**src/hw/game_pkg.sv**
```systemverilog
package game_pkg;

    // horizontal position in pixels
    typedef logic [11:0] xpos_t;

    // host register data word
    typedef logic [15:0] wb_data_t;

    typedef enum logic [1:0] {
        IDLE  = 2'd0,
        LEFT  = 2'd1,
        RIGHT = 2'd2
    } move_state_t;

    // playfield limits
    localparam xpos_t SCREEN_RIGHT = 12'd873;
    localparam xpos_t BLOCK_LEFT   = 12'd425;  // left edge of the block
    localparam xpos_t BLOCK_RIGHT  = 12'd604;  // right edge of the block

    // stable samples before a button change is accepted
    localparam int DEBOUNCE_CYCLES = 4;

    // wishbone word addresses
    localparam logic [1:0] REG_P0   = 2'd0;
    localparam logic [1:0] REG_P1   = 2'd1;
    localparam logic [1:0] REG_CTRL = 2'd2;

endpackage

```
**src/hw/player_if.sv**
```systemverilog
`timescale 1ns/1ps

interface player_if;
    import game_pkg::*;

    logic        left;   // debounced left button
    logic        right;  // debounced right button
    xpos_t       xpos;
    move_state_t state;

    modport sync (
        output left,
        output right
    );

    modport ctl (
        input  left,
        input  right,
        output xpos,
        output state
    );

    // host side only looks at the results
    modport host (
        input xpos,
        input state
    );

endinterface

```
**src/hw/input_sync.sv**
```systemverilog
`timescale 1ns/1ps

module input_sync (
    input  logic   clk,
    input  logic   rst,
    input  logic   raw_left,
    input  logic   raw_right,
    input  logic   raw_gate,
    output logic   gate,
    player_if.sync p
);
    import game_pkg::*;

    localparam int NUM_IN = 3;  // left, right, gate
    localparam int CNT_W  = $clog2(DEBOUNCE_CYCLES + 1);

    logic [NUM_IN-1:0] raw;
    logic [NUM_IN-1:0] s1;      // first synchronizer stage
    logic [NUM_IN-1:0] s2;      // second synchronizer stage
    logic [NUM_IN-1:0] stable;  // debounced value
    logic [CNT_W-1:0]  cnt [NUM_IN];

    assign raw = {raw_gate, raw_right, raw_left};

    always_ff @(posedge clk) begin
        if (rst) begin
            s1 <= '0;
            s2 <= '0;
        end else begin
            s1 <= raw;
            s2 <= s1;
        end
    end

    // each input counts how long it has disagreed with its accepted value
    always_ff @(posedge clk) begin
        if (rst) begin
            stable <= '0;
            for (int i = 0; i < NUM_IN; i++) begin
                cnt[i] <= '0;
            end
        end else begin
            for (int i = 0; i < NUM_IN; i++) begin
                if (s2[i] == stable[i]) begin
                    cnt[i] <= '0;                      // glitch or no change
                end else if (cnt[i] == CNT_W'(DEBOUNCE_CYCLES - 1)) begin
                    cnt[i]    <= '0;
                    stable[i] <= s2[i];                // held long enough
                end else begin
                    cnt[i] <= cnt[i] + CNT_W'(1);
                end
            end
        end
    end

    assign p.left  = stable[0];
    assign p.right = stable[1];
    assign gate    = stable[2];

endmodule

```
**src/hw/frame_tick_gen.sv**
```systemverilog
`timescale 1ns/1ps

module frame_tick_gen #(
    parameter int FRAME_CYCLES = 420000  // 800 x 525 clocks per video frame
) (
    input  logic clk,
    input  logic rst,
    output logic frame
);

    localparam int CNT_W = $clog2(FRAME_CYCLES);

    logic [CNT_W-1:0] cnt;

    always_ff @(posedge clk) begin
        if (rst) begin
            cnt   <= '0;
            frame <= 1'b0;
        end else if (cnt == CNT_W'(FRAME_CYCLES - 1)) begin
            cnt   <= '0;
            frame <= 1'b1;  // one pulse per wrap
        end else begin
            cnt   <= cnt + CNT_W'(1);
            frame <= 1'b0;
        end
    end

    // the frame pulse must never stretch into a second cycle
    a_frame_single: assert property (
        @(posedge clk) disable iff (rst) frame |=> !frame
    ) else $error("frame pulse longer than one cycle");

endmodule

```
**src/hw/player_ctl.sv**
```systemverilog
`timescale 1ns/1ps

module player_ctl (
    input  logic  clk,
    input  logic  rst,
    input  logic  frame,
    input  logic  gate,
    input  logic  restart,
    player_if.ctl p
);
    import game_pkg::*;

    move_state_t state_nxt;
    xpos_t       xpos_nxt;
    xpos_t       pos_inc;   // candidate position one step right
    xpos_t       pos_dec;   // candidate position one step left
    logic        right_ok;
    logic        left_ok;

    // strictly inside the block, the edges themselves are free
    function automatic logic in_block(xpos_t x);
        return (x > BLOCK_LEFT) && (x < BLOCK_RIGHT);
    endfunction

    assign pos_inc = p.xpos + xpos_t'(1);
    assign pos_dec = p.xpos - xpos_t'(1);

    // a step touching the block interior needs the gate held
    assign right_ok = (p.xpos != SCREEN_RIGHT) &&
                      (gate || !(in_block(p.xpos) || in_block(pos_inc)));
    assign left_ok  = (p.xpos != '0) &&
                      (gate || !(in_block(p.xpos) || in_block(pos_dec)));

    always_ff @(posedge clk) begin
        if (rst || restart) begin
            p.state <= IDLE;
            p.xpos  <= '0;
        end else if (frame) begin
            p.state <= state_nxt;
            p.xpos  <= xpos_nxt;
        end
    end

    always_comb begin
        state_nxt = p.state;
        xpos_nxt  = p.xpos;

        case (p.state)
            IDLE: begin
                // right takes priority when both are held
                if (p.right) begin
                    state_nxt = RIGHT;
                end else if (p.left) begin
                    state_nxt = LEFT;
                end else begin
                    state_nxt = IDLE;
                end
            end

            RIGHT: begin
                if (p.right) begin
                    state_nxt = RIGHT;
                    if (right_ok) begin
                        xpos_nxt = pos_inc;
                    end
                end else begin
                    state_nxt = IDLE;  // released
                end
            end

            LEFT: begin
                if (p.left) begin
                    state_nxt = LEFT;
                    if (left_ok) begin
                        xpos_nxt = pos_dec;
                    end
                end else begin
                    state_nxt = IDLE;
                end
            end

            default: begin
                state_nxt = IDLE;
            end
        endcase
    end

    // movement never carries a player past the right screen edge
    a_xpos_range: assert property (
        @(posedge clk) disable iff (rst) p.xpos <= SCREEN_RIGHT
    ) else $error("xpos beyond right screen edge: %h", p.xpos);

endmodule

```
**src/hw/wb_game_regs.sv**
```systemverilog
`timescale 1ns/1ps

module wb_game_regs (
    input  logic               clk,
    input  logic               rst,
    input  logic               wb_cyc,
    input  logic               wb_stb,
    input  logic               wb_we,
    input  logic [1:0]         wb_adr,
    input  game_pkg::wb_data_t wb_dat_w,
    input  logic               frame,
    output game_pkg::wb_data_t wb_dat_r,
    output logic               wb_ack,
    output logic               restart,
    player_if.host             p0,
    player_if.host             p1
);
    import game_pkg::*;

    logic     req;
    logic     served;     // ack already given for the current strobe
    logic     take;       // accept the access on this edge
    wb_data_t frame_cnt;
    wb_data_t rd_mux;

    assign req  = wb_cyc && wb_stb;
    assign take = req && !wb_ack && !served;

    always_comb begin
        case (wb_adr)
            REG_P0:   rd_mux = {2'b00, p0.state, p0.xpos};
            REG_P1:   rd_mux = {2'b00, p1.state, p1.xpos};
            REG_CTRL: rd_mux = frame_cnt;
            default:  rd_mux = '0;
        endcase
    end

    always_ff @(posedge clk) begin
        if (rst) begin
            wb_ack    <= 1'b0;
            served    <= 1'b0;
            restart   <= 1'b0;
            frame_cnt <= '0;
        end else begin
            wb_ack  <= take;
            served  <= req && (served || wb_ack);  // cleared once stb drops
            restart <= take && wb_we && (wb_adr == REG_CTRL) && wb_dat_w[0];
            if (frame) begin
                frame_cnt <= frame_cnt + wb_data_t'(1);
            end
        end
    end

    // read data is captured together with the ack
    always_ff @(posedge clk) begin
        if (take) begin
            wb_dat_r <= rd_mux;
        end
    end

    // master holds its request until ack, so ack always lands inside it
    a_ack_in_cycle: assert property (
        @(posedge clk) disable iff (rst) wb_ack |-> (wb_cyc && wb_stb)
    ) else $error("wb_ack outside of an active cycle");

endmodule

```
**src/hw/game_top.sv**
```systemverilog
`timescale 1ns/1ps

module game_top #(
    parameter int FRAME_CYCLES = 420000
) (
    input  logic               clk,
    input  logic               rst,
    input  logic               left0,
    input  logic               right0,
    input  logic               left1,
    input  logic               right1,
    input  logic               gate_btn,
    input  logic               wb_cyc,
    input  logic               wb_stb,
    input  logic               wb_we,
    input  logic [1:0]         wb_adr,
    input  game_pkg::wb_data_t wb_dat_w,
    output game_pkg::wb_data_t wb_dat_r,
    output logic               wb_ack,
    output logic               frame
);

    logic gate;     // debounced gate button, shared by both players
    logic restart;

    player_if p0_if ();
    player_if p1_if ();

    input_sync u_sync0 (
        .clk       (clk),
        .rst       (rst),
        .raw_left  (left0),
        .raw_right (right0),
        .raw_gate  (gate_btn),
        .gate      (gate),
        .p         (p0_if.sync)
    );

    // second player has no gate button of its own
    input_sync u_sync1 (
        .clk       (clk),
        .rst       (rst),
        .raw_left  (left1),
        .raw_right (right1),
        .raw_gate  (1'b0),
        .gate      (),
        .p         (p1_if.sync)
    );

    frame_tick_gen #(
        .FRAME_CYCLES (FRAME_CYCLES)
    ) u_tick (
        .clk   (clk),
        .rst   (rst),
        .frame (frame)
    );

    player_ctl u_ctl0 (.clk(clk), .rst(rst), .frame(frame), .gate(gate),
                       .restart(restart), .p(p0_if.ctl));

    player_ctl u_ctl1 (.clk(clk), .rst(rst), .frame(frame), .gate(gate),
                       .restart(restart), .p(p1_if.ctl));

    wb_game_regs u_regs (
        .clk      (clk),
        .rst      (rst),
        .wb_cyc   (wb_cyc),
        .wb_stb   (wb_stb),
        .wb_we    (wb_we),
        .wb_adr   (wb_adr),
        .wb_dat_w (wb_dat_w),
        .frame    (frame),
        .wb_dat_r (wb_dat_r),
        .wb_ack   (wb_ack),
        .restart  (restart),
        .p0       (p0_if.host),
        .p1       (p1_if.host)
    );

endmodule

```
**config.mk**
```make
export PLATFORM = sky130hd
export DESIGN_NAME = game_top
export DESIGN_NICKNAME = d
export VERILOG_FILES = /design/src/hw/game_pkg.sv /design/src/hw/player_if.sv /design/src/hw/input_sync.sv /design/src/hw/frame_tick_gen.sv /design/src/hw/player_ctl.sv /design/src/hw/wb_game_regs.sv /design/src/hw/game_top.sv
export SDC_FILE = /design/constraint.sdc
export NUM_CORES = 1
export LEC_CHECK = 0
export BUFFER_PORTS_ARGS = -buffer_cell sky130_fd_sc_hd__buf_4
export CORE_MARGIN = 5
export CORE_UTILIZATION = 28
export CTS_BUF_LIST = sky130_fd_sc_hd__clkbuf_8
export DETAILED_ROUTE_END_ITERATION = 8
export HOLD_SLACK_MARGIN = 0.02
export PLACE_DENSITY = 0.54
export SYNTH_ARGS = -nofsm -noshare
export SYNTH_HDL_FRONTEND = slang
export SYNTH_SLANG_ARGS = --single-unit
```
**constraint.sdc**
```tcl
create_clock -name clk -period 6.5 [get_ports clk]
set_input_delay 0.325 -clock clk [delete_from_list [all_inputs] [get_ports clk]]
set_output_delay 0.325 -clock clk [all_outputs]
set_load 0.02 [all_outputs]
```
# ---- Word-level counts from Yosys, hierarchy flattened
# Memory sizes are Yosys's and may differ from the RTL's.
# Cells that the tools add are included.
dict set report totals {
  register_bits 101
  mem_bits_rw 18
  in_bits 28
  output_inout_bits 18
  wordCells 256
  n_memories 2
}
dict set report classes {
  add_sub_neg 12
  magnitude_cmp 12
  n_eq_ne 29
  muxes 106
  bitwise_logic 24
  n_reduce_logical 49
}
# name words word_bits read_ports rd_ports_with_merged_regs write_ports line
set memory_table {}
lappend memory_table {u_sync0.cnt 3 3 3 0 3 input_sync.sv:21} ;# logic [CNT_W-1:0] cnt [NUM_IN];
lappend memory_table {u_sync1.cnt 3 3 3 0 3 input_sync.sv:21}
# op count
set op_table {}
lappend op_table {{$mux W12} 8}
lappend op_table {{$gt A12 B9 Y1 const B} 6}
lappend op_table {{$lt A12 B10 Y1 const B} 6}
lappend op_table {{$mux W1} 71}
lappend op_table {{$mux W3} 18}
lappend op_table {{$pmux W12 S2} 2}
lappend op_table {{$pmux W16 S3} 1}
lappend op_table {{$add A12 B1 Y12 const B} 2}
lappend op_table {{$ne A12 B10 Y1 const B} 2}
lappend op_table {{$reduce_bool A12 Y1} 2}
lappend op_table {{$sub A12 B1 Y12 const B} 2}
lappend op_table {{$add A19 B1 Y19 const B} 1}
lappend op_table {{$eq A19 B19 Y1 const B} 1}
lappend op_table {{$add A3 B1 Y3 const B} 6}
lappend op_table {{$eq A3 B2 Y1 const B} 6}
lappend op_table {{$or A1 B1 Y1} 18}
lappend op_table {{$logic_and A1 B1 Y1} 17}
lappend op_table {{$add A16 B1 Y16 const B} 1}
lappend op_table {{$pmux W2 S3} 2}
lappend op_table {{$reduce_and A2 Y1} 6}
lappend op_table {{$reduce_and A6 Y1} 2}
lappend op_table {{$logic_or A1 B1 Y1} 10}
lappend op_table {{$mux W2} 4}
lappend op_table {{$ne A2 B1 Y1 const B} 4}
lappend op_table {{other kinds (9)} 34}

# ---- Longest topological paths before layout
dict set report logic_depth {
  word_depth 10
  depth_mapped 14
  mapped_depth_nobuf 10
}

# ---- Cells and area by module
# From an unflattened synthesis, not the netlist that was laid out.
dict set report hier_totals {
  hier_cells 870
  area_unflattened_um2 7654.8
}
# module n_inst cells_per_inst area_per_inst_um2 seq_area_each_um2
set modules_own_cells {}
lappend modules_own_cells {{player_ctl at u_ctl1} 1 255 1793.0 280.3}
lappend modules_own_cells {{player_ctl at u_ctl0} 1 245 1736.7 280.3}
lappend modules_own_cells {wb_game_regs 1 159 1650.3 860.8}
lappend modules_own_cells {input_sync 2 54 769.5 450.4}
lappend modules_own_cells {frame_tick_gen 1 102 932.1 400.4}
lappend modules_own_cells {game_top 1 1 3.8 0.0}

# ---- Least setup slack after synthesis
# OpenSTA, ideal clock, no wires.
dict set report synth_path {
  path_type {register -> register}
  start {reg u_ctl1.p.xpos[0]}
  end {reg u_ctl1.p.xpos[0]}
  setup_time_ns 0.072
  arrival_ns 2.993
  t_required_ns 6.428
  setup_slack_ns 3.435
  stages_incl_launch_ff 13
  path_buffers 2
  period_less_slack_ns 3.065
  cell_sequence {dfxtp_1 clkbuf_1 clkbuf_1 inv_1 ha_1 o21ai_0 a21boi_0 or4_1 a221oi_1 o2111ai_1 o21ai_2 nand2b_1 mux2i_1}
}
dict set report synth_between {
  elab_chain_cells 9
}
# item line
set synth_lines {}
lappend synth_lines {{start, declared} player_if.sv:19} ;# output xpos,
lappend synth_lines {{start signal, assigned} player_ctl.sv:40} ;# p.xpos <= xpos_nxt;
lappend synth_lines {{$sub A12 B1 Y12 or $add A12 B1 Y12 (tied branches)} {player_ctl.sv:26, player_ctl.sv:25}}
lappend synth_lines {{$gt A12 B9 Y1 or $lt A12 B10 Y1 (tied branches)} player_ctl.sv:22} ;# return (x > BLOCK_LEFT) && (x < BLOCK_RIGHT);
lappend synth_lines {{$logic_and A1 B1 Y1} player_ctl.sv:22}
lappend synth_lines {{$logic_or A1 B1 Y1 (on tied branches)} {player_ctl.sv:32, player_ctl.sv:30}}
lappend synth_lines {{$logic_not A1 Y1 (on tied branches)} {player_ctl.sv:32, player_ctl.sv:30}}
lappend synth_lines {{$logic_or A1 B1 Y1 (on tied branches)} {player_ctl.sv:32, player_ctl.sv:30}}
lappend synth_lines {{$logic_and A1 B1 Y1 (on tied branches)} {player_ctl.sv:31, player_ctl.sv:29}}
lappend synth_lines {{$ne A2 B1 Y1 (no line)} --}
lappend synth_lines {{$reduce_and A6 Y1 (no line)} --}
# Several ways; a longest one is shown, not always the timed one. The select of a mux whose other input is x is not followed.
# A chain may end at the register's enable or synchronous reset.

# ---- Final worst setup path
dict set report layout_path {
  start {reg u_ctl0.p.xpos[0]}
  end {reg u_ctl0.p.xpos[6]}
}
dict set report layout_between {
  elab_chain_cells 9
}
# item line
set layout_lines {}
lappend layout_lines {{start, declared} player_if.sv:19}
lappend layout_lines {{start signal, assigned} player_ctl.sv:40}
lappend layout_lines {{$sub A12 B1 Y12 or $add A12 B1 Y12 (tied branches)} {player_ctl.sv:26, player_ctl.sv:25}}
lappend layout_lines {{$gt A12 B9 Y1 or $lt A12 B10 Y1 (tied branches)} player_ctl.sv:22}
lappend layout_lines {{$logic_and A1 B1 Y1} player_ctl.sv:22}
lappend layout_lines {{$logic_or A1 B1 Y1 (on tied branches)} {player_ctl.sv:32, player_ctl.sv:30}}
lappend layout_lines {{$logic_not A1 Y1 (on tied branches)} {player_ctl.sv:32, player_ctl.sv:30}}
lappend layout_lines {{$logic_or A1 B1 Y1 (on tied branches)} {player_ctl.sv:32, player_ctl.sv:30}}
lappend layout_lines {{$logic_and A1 B1 Y1 (on tied branches)} {player_ctl.sv:31, player_ctl.sv:29}}
lappend layout_lines {{$ne A2 B1 Y1 (no line)} --}
lappend layout_lines {{$reduce_and A6 Y1 (no line)} --}
# Several ways; a longest one is shown, not always the timed one. The select of a mux whose other input is x is not followed.

==> results.md <==
- Status: finished, final reports clean
- HP Start: right0
- Clock buffer depth: 2
- Synth area leaders: dfxtp_1 (23%), edfxtp_1 (13%), nor2_1 (5.1%)
- Min Hold Slack: about 0.1 ns
- Max incr delay on CP: a little over 0.8 ns
- Yosys top cell by area: dfxtp_1
- Seq/Total Area, Yosys: 0.357
- Clock Latency Late Sink: 0.44 ns
- Ant diodes: 0
- DR iter-0 viols: 432
- CP Max Fanout: 17
- CTS H-tree lvls: 4
- Final setup fails: 0
- Gate Count Post-Synth: 868
- Slew Limit Fails: 0
- Post-layout nets: 925
- CTS Sinks: about 110
- PostCTS Resize Cnt: 0
- DRT Wirelength: about 18 mm
- IO buf count: 30
- CTS Hold Buffers Added: 0
- Clock Root Buffer: clkbuf_8
- Netlist Area Pre-Place: a little over 7000 µm²
- Cts bufs inserted: 17
- Final hold violation count: 0
- Critical Path AT: about 4.3 ns
- Die X: 170 µm
- Dpl hpwl: approximately 13 mm
- GRT Util Overall: 0.127
- Initial antenna violation count: 0
- Crit path time final: between 3 and 4 ns
- Final GP Congestion: around 0.89
- Worst setup EP type: register
- Crit-path cells: inv_1 -> ha_1 -> nor3b_2 -> or4b_1 -> a21oi_2 -> o32ai_2 -> a21o_1 -> a211oi_2 -> nor3_2 -> a32o_1
- WP buf/inv: 1
- Critical setup path kind: register to register
- Synth top area share: 0.228
- WP data required: 6.83 ns
- CP max-delay cell: dfxtp_1
- Area Overhead vs Synth: 12.4%
- Share of the clock period used by the worst path: 0.610
- Reg-to-Reg Start: u_ctl0.p.xpos[0]
- RSZ-0062 raised after global routing: false
- Synth top cells by count: nor2_1 (97), dfxtp_1 (82), nand2_1 (75)
- First-pass GRT wire length: around 30 mm
- Non-Filler Instances: about 1200
- CTS clk-pin slew, worst paths: about 0.07 ns
- Core ar.: approximately 25000 µm²
- Synth cell types: between 80 and 90
- Pwr Density: between 150 and 200 nW/µm²
- First-pass detailed-route iteration total: 5
- Max Fclk: 0.252 GHz
- Total Neg Setup Slack: 0 ns
- VDD IR-drop max: ~0.12 mV
- DRC Markers: 0
- Layout cell share with drive strength beyond 1: 0.104
- Syn. warnings: 0
- Crit path max-delay family: compound AO/OA/AOI/OAI gates
- Vias per cell: around 5.2
- Skew final: between 0.015 and 0.02 ns
- Post-DR wirelength/cell: roughly 15 µm
- Slew of the pin with the lowest slew margin: about 0.9 ns
- Worst slew margin: 0.388
- Number of max-cap violations: 0
- Dpl cells: 1184
- Vias: between 6000 and 7000
- CTS tree: done
- Post-synthesis sequential element count: approximately 110
- Number of routed nets with antenna violations: 0
- Synthesized area per cell: slightly above 8 µm²
- Die Area: between 20000 and 30000 µm²
- Post-synth EDFFs: 31
- IO Count: 46
- Vias in the first global route: slightly below 6000
- Leakage: ~2.9 nW
- Critical Path Source: u_ctl0.p.xpos[0]
- GRT overflow: 0
- Die height: about 170 µm
- Top FF cell, synth: dfxtp_1
- Post-CTS setup buffer count: 0
- Most common cell in the synthesized netlist: nor2_1
- Initial Util: 0.285
- Synth async-reset ratio: 0
- Largest net degree at the start of global routing: around 50
- Path category of the worst min-delay check: primary input to register
- # rows: between 50 and 60
- Critical path startpoint category: register
-- final cells by class --
type                            count  area, µm²
Sequential cell                   113       2570
Clock inverter                     15        168
Tap cell                          330        413
Inverter                           27        101
Fill cell                        2712      17200
Clock buffer                       17        234
Multi-Input combinational cell    674       4300
Timing Repair Buffer               40        300
-- metrics by stage --
stage / util / worst slack, ns / total power [mW] / cell area (µm²)
after global placement: 0.304 / 2.64 / 0.830 / 7690
after floorplan: - / 3.44 / 0.807 / 7250
after CTS: 0.320 / 2.54 / 1.52 / 8090
after global routing: 0.320 / 2.27 / 1.55 / 8090
after detailed placement: 0.304 / 2.58 / 0.831 / 7690
final: 0.320 / 2.53 / 1.50 / 8090
-- power breakdown --
| part | leakage [nW] | internal [mW] | switching, mW | total, mW |
|---|---|---|---|---|
| clock | 0.199 | 0.376 | 0.308 | 0.684 |
| combinational | 1.72 | 0.0263 | 0.0410 | 0.0673 |
| sequential | 0.973 | 0.736 | 0.0116 | 0.747 |
-- worst paths after layout --
check | slack (ns) | end | cells past startpoint
max | 2.53 | u_ctl0.p.xpos[6] | 10
min | 0.1 | u_sync0.s1[1] | 2
max reg2reg | 2.53 | u_ctl0.p.xpos[6] | 10
min reg2reg | 0.44 | u_sync0.s2[2] | 1
-- placed cells by master (no fill, tap or decap), drive strengths merged, types with 17 or more instances in the layout --
cell type  count
nor2          97
dfxtp         82
nand2         75
o21ai         42
buf           40
nand3         36
a21oi         32
inv           32
edfxtp        31
nor3          30
mux2i         28
xor2          28
ha            24
xnor2         22
nor2b         20
nor4          18
clkbuf        17
-- layer usage --
metal,up-vias,track usage,wire [µm]
met5,-,0,0
met4,0,0.0382,269
met3,25,0.0235,936
met2,147,0.199,8320
met1,2985,0.177,8840
li1,3154,-,-
-- sequential cells by signal, indices dropped and copies added (netlist names), 3 cells and up --
signal            count
u_ctl0.p.xpos        12
u_ctl1.p.xpos        12
u_regs.frame_cnt     16
u_regs.wb_dat_r      16
u_sync0.cnt           9
u_sync0.s1            3
u_sync0.s2            3
u_sync0.stable        3
u_sync1.cnt           6
u_tick.cnt           19
-- logic make-up after synthesis --
logic type | count (synthesis) | synth area share
simple gates | 373 | 0.267
compound gates | 183 | 0.179
flops | 113 | 0.357
buf+inv | 95 | 0.0534
xor+xnor | 50 | 0.0608
mux | 29 | 0.0405
fa+ha+maj | 24 | 0.0417
other cells | 1 | 0.000521
(Power assumes the default switching activity.)
